===== config.mk =====
export PLATFORM = sky130hd
export DESIGN_NAME = fm_regs_top
export DESIGN_NICKNAME = d
export VERILOG_FILES = /design/src/logic/fm_pkg.sv /design/src/logic/fm_regs_top.sv /design/src/logic/fm_timers.sv /design/src/logic/fm_slot_regs.sv /design/src/logic/fm_mmr.sv /design/src/logic/fm_ring.sv
export VERILOG_INCLUDE_DIRS = /design/src
export SDC_FILE = /design/constraint.sdc
export NUM_CORES = 1
export LEC_CHECK = 0
export ABC_AREA = 1
export BUFFER_PORTS_ARGS = -buffer_cell sky130_fd_sc_hd__buf_2
export CORE_MARGIN = 8
export CORE_UTILIZATION = 40
export DETAILED_ROUTE_END_ITERATION = 8
export PLACE_DENSITY_LB_ADDON = 0.05
export SETUP_SLACK_MARGIN = 0.05
export SYNTH_ARGS = -nofsm -noshare
export SYNTH_HDL_FRONTEND = slang
export SYNTH_SLANG_ARGS = --single-unit

===== constraint.sdc =====
create_clock -name clk -period 5.55 [get_ports clk]
set_clock_uncertainty 0.2 [all_clocks]
set_input_delay 0.8325 -clock clk [delete_from_list [all_inputs] [get_ports clk]]
set_output_delay 0.8325 -clock clk [all_outputs]
set_load 0.05 [all_outputs]

===== src/fm_cfg.svh =====
/*
 * FM register front end configuration
 * Slot rotation length, channel count and timer sizing
 */

`ifndef FM_CFG_SVH
`define FM_CFG_SVH

// Operator slots in one rotation with four per channel
`define FM_SLOTS 24

// Channels across both parts
`define FM_CHANNELS 6

// Timer A interval counter width
`define FM_TA_BITS 10

// Timer B interval counter width
`define FM_TB_BITS 8

// Timer B steps once every FM_TB_DIV clocks
`define FM_TB_DIV 16

`endif

===== src/logic/fm_pkg.sv =====
/*
 * FM register front end types
 * Operator and channel parameter records, register map, update kinds
 */

`default_nettype none

package fm_pkg;

	// Per-operator parameters, one ring entry per slot
	typedef struct packed {
		logic [2:0] dt1;
		logic [3:0] mul;
		logic [6:0] tl;
		logic [1:0] ks;
		logic [4:0] ar;
		logic       kon;
	} op_params_t;

	// Per-channel parameters
	typedef struct packed {
		logic [10:0] fnum;
		logic [2:0]  block;
		logic [2:0]  fb;
		logic [2:0]  alg;
		logic [1:0]  rl;
	} ch_params_t;

	// Global registers
	localparam logic [7:0] REG_LFO   = 8'h22;
	localparam logic [7:0] REG_CLKA1 = 8'h24;
	localparam logic [7:0] REG_CLKA2 = 8'h25;
	localparam logic [7:0] REG_CLKB  = 8'h26;
	localparam logic [7:0] REG_TIMER = 8'h27;
	localparam logic [7:0] REG_KON   = 8'h28;
	localparam logic [7:0] REG_PCM   = 8'h2A;

	// Operator group bases of 16 addresses each
	localparam logic [7:0] REG_DT1_MUL = 8'h30;
	localparam logic [7:0] REG_TL      = 8'h40;
	localparam logic [7:0] REG_KS_AR   = 8'h50;

	// Channel registers of 4 addresses each
	localparam logic [7:0] REG_FNUM_LO = 8'hA0;
	localparam logic [7:0] REG_FNUM_HI = 8'hA4;
	localparam logic [7:0] REG_FB_ALG  = 8'hB0;

	typedef enum logic [2:0] {
		UPD_DT1_MUL,
		UPD_TL,
		UPD_KS_AR,
		UPD_KON,
		UPD_FNUM,
		UPD_BLOCK_LATCH,
		UPD_FB_ALG
	} upd_kind_t;

endpackage

`default_nettype wire


===== src/logic/fm_regs_top.sv =====
/*
 * FM register front end
 * Host write decoder, time-multiplexed parameter store and timers
 */

`timescale 1ns/1ns
`default_nettype none

`include "fm_cfg.svh"

module fm_regs_top import fm_pkg::*; (
	input  wire        clk,
	input  wire        rst,
	input  wire  [7:0] din,
	input  wire        write,
	input  wire  [1:0] addr,
	output logic       busy,
	output logic [4:0] cur_slot,
	output op_params_t cur_op,
	output ch_params_t cur_ch,
	output logic       lfo_en,
	output logic [2:0] lfo_freq,
	output logic [8:0] pcm,
	output logic       flag_a,
	output logic       flag_b,
	output logic       irq
);

	logic                   upd;
	upd_kind_t              upd_kind;
	logic [4:0]             upd_slot;
	logic [7:0]             upd_data;
	logic                   pending;
	logic [`FM_TA_BITS-1:0] value_a;
	logic [`FM_TB_BITS-1:0] value_b;
	logic                   load_a;
	logic                   load_b;
	logic                   clr_flag_a;
	logic                   clr_flag_b;
	logic                   irq_en_a;
	logic                   irq_en_b;

	fm_mmr mmr_inst (
		.clk        (clk),
		.rst        (rst),
		.din        (din),
		.write      (write),
		.addr       (addr),
		.pending    (pending),
		.busy       (busy),
		.upd        (upd),
		.upd_kind   (upd_kind),
		.upd_slot   (upd_slot),
		.upd_data   (upd_data),
		.value_a    (value_a),
		.value_b    (value_b),
		.load_a     (load_a),
		.load_b     (load_b),
		.clr_flag_a (clr_flag_a),
		.clr_flag_b (clr_flag_b),
		.irq_en_a   (irq_en_a),
		.irq_en_b   (irq_en_b),
		.lfo_en     (lfo_en),
		.lfo_freq   (lfo_freq),
		.pcm        (pcm)
	);

	fm_slot_regs slot_regs_inst (
		.clk      (clk),
		.rst      (rst),
		.upd      (upd),
		.upd_kind (upd_kind),
		.upd_slot (upd_slot),
		.upd_data (upd_data),
		.pending  (pending),
		.cur_slot (cur_slot),
		.cur_op   (cur_op),
		.cur_ch   (cur_ch)
	);

	fm_timers timers_inst (
		.clk        (clk),
		.rst        (rst),
		.value_a    (value_a),
		.value_b    (value_b),
		.load_a     (load_a),
		.load_b     (load_b),
		.clr_flag_a (clr_flag_a),
		.clr_flag_b (clr_flag_b),
		.irq_en_a   (irq_en_a),
		.irq_en_b   (irq_en_b),
		.flag_a     (flag_a),
		.flag_b     (flag_b),
		.irq        (irq)
	);

endmodule

`default_nettype wire


===== src/logic/fm_timers.sv =====
/*
 * FM interval timers
 * Reloading timer A and prescaled timer B with sticky
 * overflow flags and a registered interrupt
 */

`timescale 1ns/1ns
`default_nettype none

`include "fm_cfg.svh"

module fm_timers (
	input  wire                   clk,
	input  wire                   rst,
	input  wire [`FM_TA_BITS-1:0] value_a,
	input  wire [`FM_TB_BITS-1:0] value_b,
	input  wire                   load_a,
	input  wire                   load_b,
	input  wire                   clr_flag_a,
	input  wire                   clr_flag_b,
	input  wire                   irq_en_a,
	input  wire                   irq_en_b,
	output logic                  flag_a,
	output logic                  flag_b,
	output logic                  irq
);

	localparam int DIV_BITS = $clog2(`FM_TB_DIV);

	logic [`FM_TA_BITS-1:0] cnt_a;
	logic [`FM_TB_BITS-1:0] cnt_b;
	logic [DIV_BITS-1:0]    div_cnt;
	logic                   tick_b;
	logic                   ovf_a;
	logic                   ovf_b;

	assign tick_b = div_cnt == DIV_BITS'(`FM_TB_DIV - 1);
	assign ovf_a = &cnt_a && !load_a;
	assign ovf_b = &cnt_b && tick_b && !load_b;

	// Timer A counts every clock
	always_ff @(posedge clk) begin
		if (rst) begin
			cnt_a <= '0;
			flag_a <= 1'b0;
		end else begin
			if (load_a || ovf_a)
				cnt_a <= value_a;
			else
				cnt_a <= cnt_a + 1'b1;
			if (clr_flag_a)
				flag_a <= 1'b0;
			else if (ovf_a && irq_en_a)
				flag_a <= 1'b1;
		end
	end

	// Timer B counts on prescaler ticks only
	always_ff @(posedge clk) begin
		if (rst) begin
			div_cnt <= '0;
			cnt_b <= '0;
			flag_b <= 1'b0;
		end else begin
			div_cnt <= tick_b ? '0 : div_cnt + 1'b1;
			if (load_b || ovf_b)
				cnt_b <= value_b;
			else if (tick_b)
				cnt_b <= cnt_b + 1'b1;
			if (clr_flag_b)
				flag_b <= 1'b0;
			else if (ovf_b && irq_en_b)
				flag_b <= 1'b1;
		end
	end

	always_ff @(posedge clk) begin
		if (rst)
			irq <= 1'b0;
		else
			irq <= flag_a || flag_b;
	end

endmodule

`default_nettype wire


===== src/logic/fm_slot_regs.sv =====
/*
 * Slot sequencer and parameter store
 * Rotates the operator and channel rings and applies a pending
 * update when its target slot reaches the head
 */

`timescale 1ns/1ns
`default_nettype none

`include "fm_cfg.svh"

module fm_slot_regs import fm_pkg::*; (
	input  wire        clk,
	input  wire        rst,
	input  wire        upd,
	input  var  upd_kind_t upd_kind,
	input  wire [4:0]  upd_slot,
	input  wire [7:0]  upd_data,
	output logic       pending,
	output logic [4:0] cur_slot,
	output op_params_t cur_op,
	output ch_params_t cur_ch
);

	upd_kind_t  pend_kind;
	logic [4:0] pend_slot;
	logic [7:0] pend_data;
	logic [5:0] block_latch;
	logic       kon_run;
	logic       slot_hit;
	logic       ch_hit;
	logic       op_wr;
	logic       kon_wr;
	logic       ch_wr;
	logic       done;
	op_params_t op_new;
	ch_params_t ch_new;

	assign slot_hit = pending && cur_slot == pend_slot;
	assign ch_hit = pending && cur_slot[4:2] == pend_slot[4:2];

	assign op_wr = slot_hit && pend_kind inside {UPD_DT1_MUL, UPD_TL, UPD_KS_AR};
	assign ch_wr = slot_hit && pend_kind inside {UPD_FNUM, UPD_FB_ALG};
	// Key-on walks all four operators starting from operator 0
	assign kon_wr = ch_hit && pend_kind == UPD_KON && (kon_run || cur_slot[1:0] == 2'd0);
	assign done = op_wr || ch_wr || (kon_wr && cur_slot[1:0] == 2'd3);

	always_comb begin
		op_new = cur_op;
		case (pend_kind)
			UPD_DT1_MUL: begin
				op_new.dt1 = pend_data[6:4];
				op_new.mul = pend_data[3:0];
			end
			UPD_TL: op_new.tl = pend_data[6:0];
			UPD_KS_AR: begin
				op_new.ks = pend_data[7:6];
				op_new.ar = pend_data[4:0];
			end
			// Key bits 7:4 map to operators 3:0
			UPD_KON: op_new.kon = pend_data[{1'b1, cur_slot[1:0]}];
			default: ;
		endcase
	end

	always_comb begin
		ch_new = cur_ch;
		if (pend_kind == UPD_FNUM) begin
			ch_new.fnum = {block_latch[2:0], pend_data};
			ch_new.block = block_latch[5:3];
		end else begin
			ch_new.fb = pend_data[5:3];
			ch_new.alg = pend_data[2:0];
		end
	end

	always_ff @(posedge clk) begin
		if (upd && upd_kind != UPD_BLOCK_LATCH) begin
			pend_kind <= upd_kind;
			pend_slot <= upd_slot;
			pend_data <= upd_data;
		end
	end

	always_ff @(posedge clk) begin
		if (rst) begin
			cur_slot <= 5'd0;
			pending <= 1'b0;
			kon_run <= 1'b0;
			block_latch <= 6'd0;
		end else begin
			cur_slot <= (cur_slot == 5'(`FM_SLOTS - 1)) ? 5'd0 : cur_slot + 5'd1;
			kon_run <= kon_wr && cur_slot[1:0] != 2'd3;
			// High fnum byte waits here for the 0xA0 write
			if (upd && upd_kind == UPD_BLOCK_LATCH)
				block_latch <= upd_data[5:0];
			if (upd && upd_kind != UPD_BLOCK_LATCH)
				pending <= 1'b1;
			else if (done)
				pending <= 1'b0;
		end
	end

	fm_ring #(
		.T     (op_params_t),
		.DEPTH (`FM_SLOTS)
	) op_ring (
		.clk     (clk),
		.rst     (rst),
		.advance (1'b1),
		.wr      (op_wr || kon_wr),
		.wr_data (op_new),
		.head    (cur_op)
	);

	// Channel ring moves on after the last operator of a channel
	fm_ring #(
		.T     (ch_params_t),
		.DEPTH (`FM_CHANNELS)
	) ch_ring (
		.clk     (clk),
		.rst     (rst),
		.advance (cur_slot[1:0] == 2'd3),
		.wr      (ch_wr),
		.wr_data (ch_new),
		.head    (cur_ch)
	);

endmodule

`default_nettype wire


===== src/logic/fm_mmr.sv =====
/*
 * FM host write decoder
 * Holds the global registers and turns slot register writes
 * into update strobes toward the slot store
 */

`timescale 1ns/1ns
`default_nettype none

`include "fm_cfg.svh"

module fm_mmr import fm_pkg::*; (
	input  wire                    clk,
	input  wire                    rst,
	input  wire  [7:0]             din,
	input  wire                    write,
	input  wire  [1:0]             addr,
	input  wire                    pending,
	output logic                   busy,
	output logic                   upd,
	output upd_kind_t              upd_kind,
	output logic [4:0]             upd_slot,
	output logic [7:0]             upd_data,
	output logic [`FM_TA_BITS-1:0] value_a,
	output logic [`FM_TB_BITS-1:0] value_b,
	output logic                   load_a,
	output logic                   load_b,
	output logic                   clr_flag_a,
	output logic                   clr_flag_b,
	output logic                   irq_en_a,
	output logic                   irq_en_b,
	output logic                   lfo_en,
	output logic [2:0]             lfo_freq,
	output logic [8:0]             pcm
);

	logic [7:0] sel_reg;
	logic [2:0] up_ch;
	logic [1:0] up_op;
	logic       ch_ok;
	logic       accept;
	logic [2:0] kon_ch;
	logic       op_kind;
	logic       slot_valid;
	upd_kind_t  slot_kind;
	logic       nxt_upd;
	upd_kind_t  nxt_kind;
	logic [4:0] nxt_slot;

	assign accept = write && !busy;

	// Key-on channel code 0-2 for part 0 and 4-6 for part 1
	assign kon_ch = {1'b0, din[1:0]} + (din[2] ? 3'd3 : 3'd0);

	// Decode the selected register into an update kind
	always_comb begin
		op_kind = 1'b1;
		slot_valid = 1'b1;
		slot_kind = UPD_DT1_MUL;
		case ({sel_reg[7:4], 4'h0})
			REG_DT1_MUL: slot_kind = UPD_DT1_MUL;
			REG_TL:      slot_kind = UPD_TL;
			REG_KS_AR:   slot_kind = UPD_KS_AR;
			default: begin
				op_kind = 1'b0;
				case ({sel_reg[7:2], 2'b00})
					REG_FNUM_LO: slot_kind = UPD_FNUM;
					REG_FNUM_HI: slot_kind = UPD_BLOCK_LATCH;
					REG_FB_ALG:  slot_kind = UPD_FB_ALG;
					default:     slot_valid = 1'b0;
				endcase
			end
		endcase
	end

	always_comb begin
		nxt_upd = 1'b0;
		nxt_kind = slot_kind;
		nxt_slot = op_kind ? {up_ch, up_op} : {up_ch, 2'b00};
		if (accept && addr[0]) begin
			if (sel_reg == REG_KON) begin
				nxt_upd = din[1:0] != 2'b11;
				nxt_kind = UPD_KON;
				nxt_slot = {kon_ch, 2'b00};
			end else if (sel_reg >= REG_DT1_MUL) begin
				nxt_upd = slot_valid && ch_ok;
			end
		end
	end

	// Update payload travels alongside the strobe
	always_ff @(posedge clk) begin
		if (nxt_upd) begin
			upd_kind <= nxt_kind;
			upd_slot <= nxt_slot;
			upd_data <= din;
		end
	end

	always_ff @(posedge clk) begin
		if (rst) begin
			busy <= 1'b0;
			upd <= 1'b0;
			sel_reg <= 8'h00;
			up_ch <= 3'd0;
			up_op <= 2'd0;
			ch_ok <= 1'b0;
			value_a <= '0;
			value_b <= '0;
			{load_a, load_b, clr_flag_a, clr_flag_b} <= 4'b0000;
			{irq_en_a, irq_en_b} <= 2'b00;
			lfo_en <= 1'b0;
			lfo_freq <= 3'd0;
			pcm <= 9'd0;
		end else begin
			// Single-cycle pulses
			upd <= nxt_upd;
			{load_a, load_b, clr_flag_a, clr_flag_b} <= 4'b0000;

			// Slot writes keep busy up until the ring takes them
			if (accept)
				busy <= 1'b1;
			else
				busy <= busy && (upd || pending);

			if (accept && !addr[0]) begin
				sel_reg <= din;
				up_ch <= {1'b0, din[1:0]} + (addr[1] ? 3'd3 : 3'd0);
				up_op <= din[3:2];
				ch_ok <= din[1:0] != 2'b11;
			end else if (accept) begin
				case (sel_reg)
					REG_LFO:   {lfo_en, lfo_freq} <= din[3:0];
					REG_CLKA1: value_a[`FM_TA_BITS-1:2] <= din;
					REG_CLKA2: value_a[1:0] <= din[1:0];
					REG_CLKB:  value_b <= din;
					REG_TIMER: begin
						load_a <= din[0];
						load_b <= din[1];
						irq_en_a <= din[2];
						irq_en_b <= din[3];
						clr_flag_a <= din[4];
						clr_flag_b <= din[5];
					end
					// 8-bit sample left aligned in the 9-bit DAC word
					REG_PCM:   pcm <= {din, 1'b0};
					default: ;
				endcase
			end
		end
	end

endmodule

`default_nettype wire


===== src/logic/fm_ring.sv =====
/*
 * Rotating parameter ring
 * Shifts one entry per advance; the head entry may be
 * rewritten as it passes
 */

`timescale 1ns/1ns
`default_nettype none

module fm_ring #(
	parameter type T = logic [7:0],
	parameter int DEPTH = 4
) (
	input  wire clk,
	input  wire rst,
	input  wire advance,
	input  wire wr,
	input  var  T wr_data,
	output T    head
);

	T mem [DEPTH];

	assign head = mem[0];

	always_ff @(posedge clk) begin
		if (rst) begin
			for (int i = 0; i < DEPTH; i++)
				mem[i] <= '0;
		end else if (advance) begin
			for (int i = 0; i < DEPTH - 1; i++)
				mem[i] <= mem[i + 1];
			// Head goes around to the tail and is replaced on a write
			mem[DEPTH - 1] <= wr ? wr_data : mem[0];
		end else if (wr) begin
			mem[0] <= wr_data;
		end
	end

endmodule

`default_nettype wire


==> flow_summary.ini <==
[status]
status = finished clean

[timing]
rsz0062_at_grt = no
tightest_slew_ps = 1090
min_period_over_period = 0.521
fmax_mhz = 346
hold_viol_final = 0
slew_viol_final = 0
setup_violations = 0
min_period_ps = 2890
finalSetupTns_ps = 0
relSlewSlack = 0.273

[setup_path]
critPathKind = reg -> reg
ff2ff_setup_slack_ps = 2660
cp-end-kind = flip-flop
r2r_end = slot_regs_inst.op_ring.mem[5][84]
r2r_cells = 10
crit_start = slot_regs_inst.pend_slot[3]
critical_path.max_fanout = 23
cp_data_arrival_time_ps = 3130
critPathLaunchType = flip-flop
reg2reg_from = slot_regs_inst.pend_slot[3]
crit_required_ps = 5790

[detailed_routing]
wl_met3_um = 1900
wl_met2_um = 21800
drt_iter0_markers = 888
highest_layer = met4
wirelength_um = 47500
ant_nets = 0
first_pass_iters = 5
post_drt_wl_per_cell_um = 12.6
drt-met1-wl_um = 22500
vias = 16100
vias_per_cell = 4.26
drc = 0

[final_layout]
fin_util = 0.459
layout.nets = 2876
multi_input_area_um2 = 5230
seqCellArea_um2 = 17300
regMostFlops = slot_regs_inst.op_ring.mem
drive_gt1_frac = 0.0788
n_antenna_cell = 0
largest_reg_flops = 528
reg_top3 = slot_regs_inst.op_ring.mem (528), slot_regs_inst.ch_ring.mem (132)
fill_cells = 6372
syn2layout_area_growth_pct = 14.5

[placed_design]
dp_hpwl_um = 29300
gp_congestion = 0.772
numPortBuffers = 77

[power_and_ir_drop]
ir_drop_mv = 0.219
design_power_total_mw = 11.6
power.leakage_nw = 11.3
powerDensity_nw_per_um2 = 394

[synth]
synth_area_per_cell_um2 = 9.14
async_flop_share = 0
yosysTopAreaCell = dfxtp_1
ys.flop_type = dfxtp_1
synth_commonest_cells = nor2_1 (699), inv_1 (688), dfxtp_1 (616), edfxtp_1 (164), nand2_1 (137)
synth_compound_area_frac = 0.0499
synthMuxAreaShare = 0
yosys.area_share.simple = 0.144
synth_xor_area_frac = 0.00410
synth.most_common_cell = nor2_1
synth_warnings = 0
synth_area_um2 = 25700
yosys-top-cells-area = dfxtp_1 (48%), edfxtp_1 (19%), nor2_1 (10%)
synth.distinct_cells = 30
synth_edf_count = 164
synth_top_family_by_area = simple AND/OR/NAND/NOR gates
synth_nets = 2831
synth.top_cell.area_share = 0.481
synth-seq-cells = 780
synth-adder-area-share = 0.00497
ys_seq_area_frac = 0.672
synthCells = 2809

[global_routing]
grt_max_degree = 106
antenna_found_initial = 1
overflow = 0
grt_pass1_vias = 16000
grt_pass1_wl_um = 80100
track_usage = 0.132

[die]
dieArea_um2 = 72500
die_w_um = 269
num_io_pins = 79
die_height_um = 269
coreArea_um2 = 64000
num_rows = 93
initial_core_util = 0.401

[clock_tree]
htreeDepth = 3
cts_tree = built
insertion_delay_ps = 610
cts_resized = 0
cts_hold_buf = 0
clock-sinks = 780
cts_buffers = 82
clk_pin_slew_ps = 60
cts_setup_buffers = 0
clock_path_buffers = 3
clk_root_buffer_cell = clkbuf_16

[worst_hold_path]
hold_class = reg -> reg
hold_path_end = slot_regs_inst.op_ring.mem[0][29]
worstHoldStart = slot_regs_inst.op_ring.mem[0][51]
hold_depth = 2

[run]
maxCapViolCount = 0
per-layer routing:
| layer | vias up | track usage |
|---|---|---|
| met5 | - | 0 |
| met4 | 0 | 0.0431 |
| met3 | 84 | 0.0312 |
| met2 | 191 | 0.215 |
| met1 | 7429 | 0.172 |
| li1 | 8356 | - |
stage by stage:
stage          hold slack, ps  instance area (um^2)  setup WS [ps]  cells
2_1_floorplan             166                 25700           1460   2809
3_3_place_gp              189                 26700           2450   3625
3_5_place_dp              187                 26700           2400   3625
4_1_cts                   183                 29400           2610   3774
5_1_grt                   198                 29400           2390   3774
6_report                  187                 29400           2660   3774
how the worst max path moves through the flow:
stage                                                   end  slack (ps)  depth (start not counted)
final                     slot_regs_inst.op_ring.mem[5][84]        2660                         10
after CTS                 slot_regs_inst.op_ring.mem[5][74]        2610                         10
after detailed placement  slot_regs_inst.op_ring.mem[3][57]        2400                          4
after floorplan            slot_regs_inst.ch_ring.mem[1][0]        1460                          4
after global routing      slot_regs_inst.op_ring.mem[5][77]        2390                         10
after global placement                   timers_inst.flag_b        2450                          4
cell families (layout without fill, tap and decap cells):
kind of cell	after synthesis	in the layout
simple gates	940	940
buf+inv	824	934
other cells	1	1
flops	780	780
compound gates	243	243
fa+ha+maj	9	9
xor+xnor	12	12
critical path, stage by stage (launching register included):
cell and delay [ps]:
edfxtp_1 420, inv_1 70, nand2_1 60, nand2_1 70, nor2_1 40, nand2_1 130, nor2_1 60, nand2_1 620
nand2_1 730, nand2_1 220, a21oi_1 90
cell type report:
class / instances / area share
sequential: 780 / 0.588
multi-input combinational: 1205 / 0.178
inverter: 692 / 0.0885
clock buffer: 115 / 0.0796
tap: 855 / 0.0364
timing repair buffer: 93 / 0.0176
clock inverter: 34 / 0.0124
cell usage in the layout, fill, tap and decap left out, drive strengths merged:
| cell | n |
|---|---|
| a211oi | 23 |
| a21oi | 105 |
| and3 | 1 |
| buf | 93 |
| bufinv | 6 |
| clkbuf | 115 |
| clkinv | 25 |
| clkinvlp | 1 |
| conb | 1 |
| dfxtp | 616 |
| edfxtp | 164 |
| fa | 2 |
| ha | 7 |
| inv | 694 |
| nand2 | 137 |
| nand3 | 87 |
| nand4 | 6 |
| nor2 | 702 |
| nor3 | 7 |
| o21ai | 112 |
| o21bai | 2 |
| o31ai | 1 |
| xnor2 | 6 |
| xor2 | 6 |
where the power goes:
group | switching [mW] | internal, mW | total (mW)
Clock | 2.18 | 3.23 | 5.41
Combinational | 0.219 | 0.0511 | 0.270
Sequential | 0.0326 | 5.85 | 5.89
Total | 2.43 | 9.14 | 11.6
No activity file was read; power rests on OpenSTA's default activity.
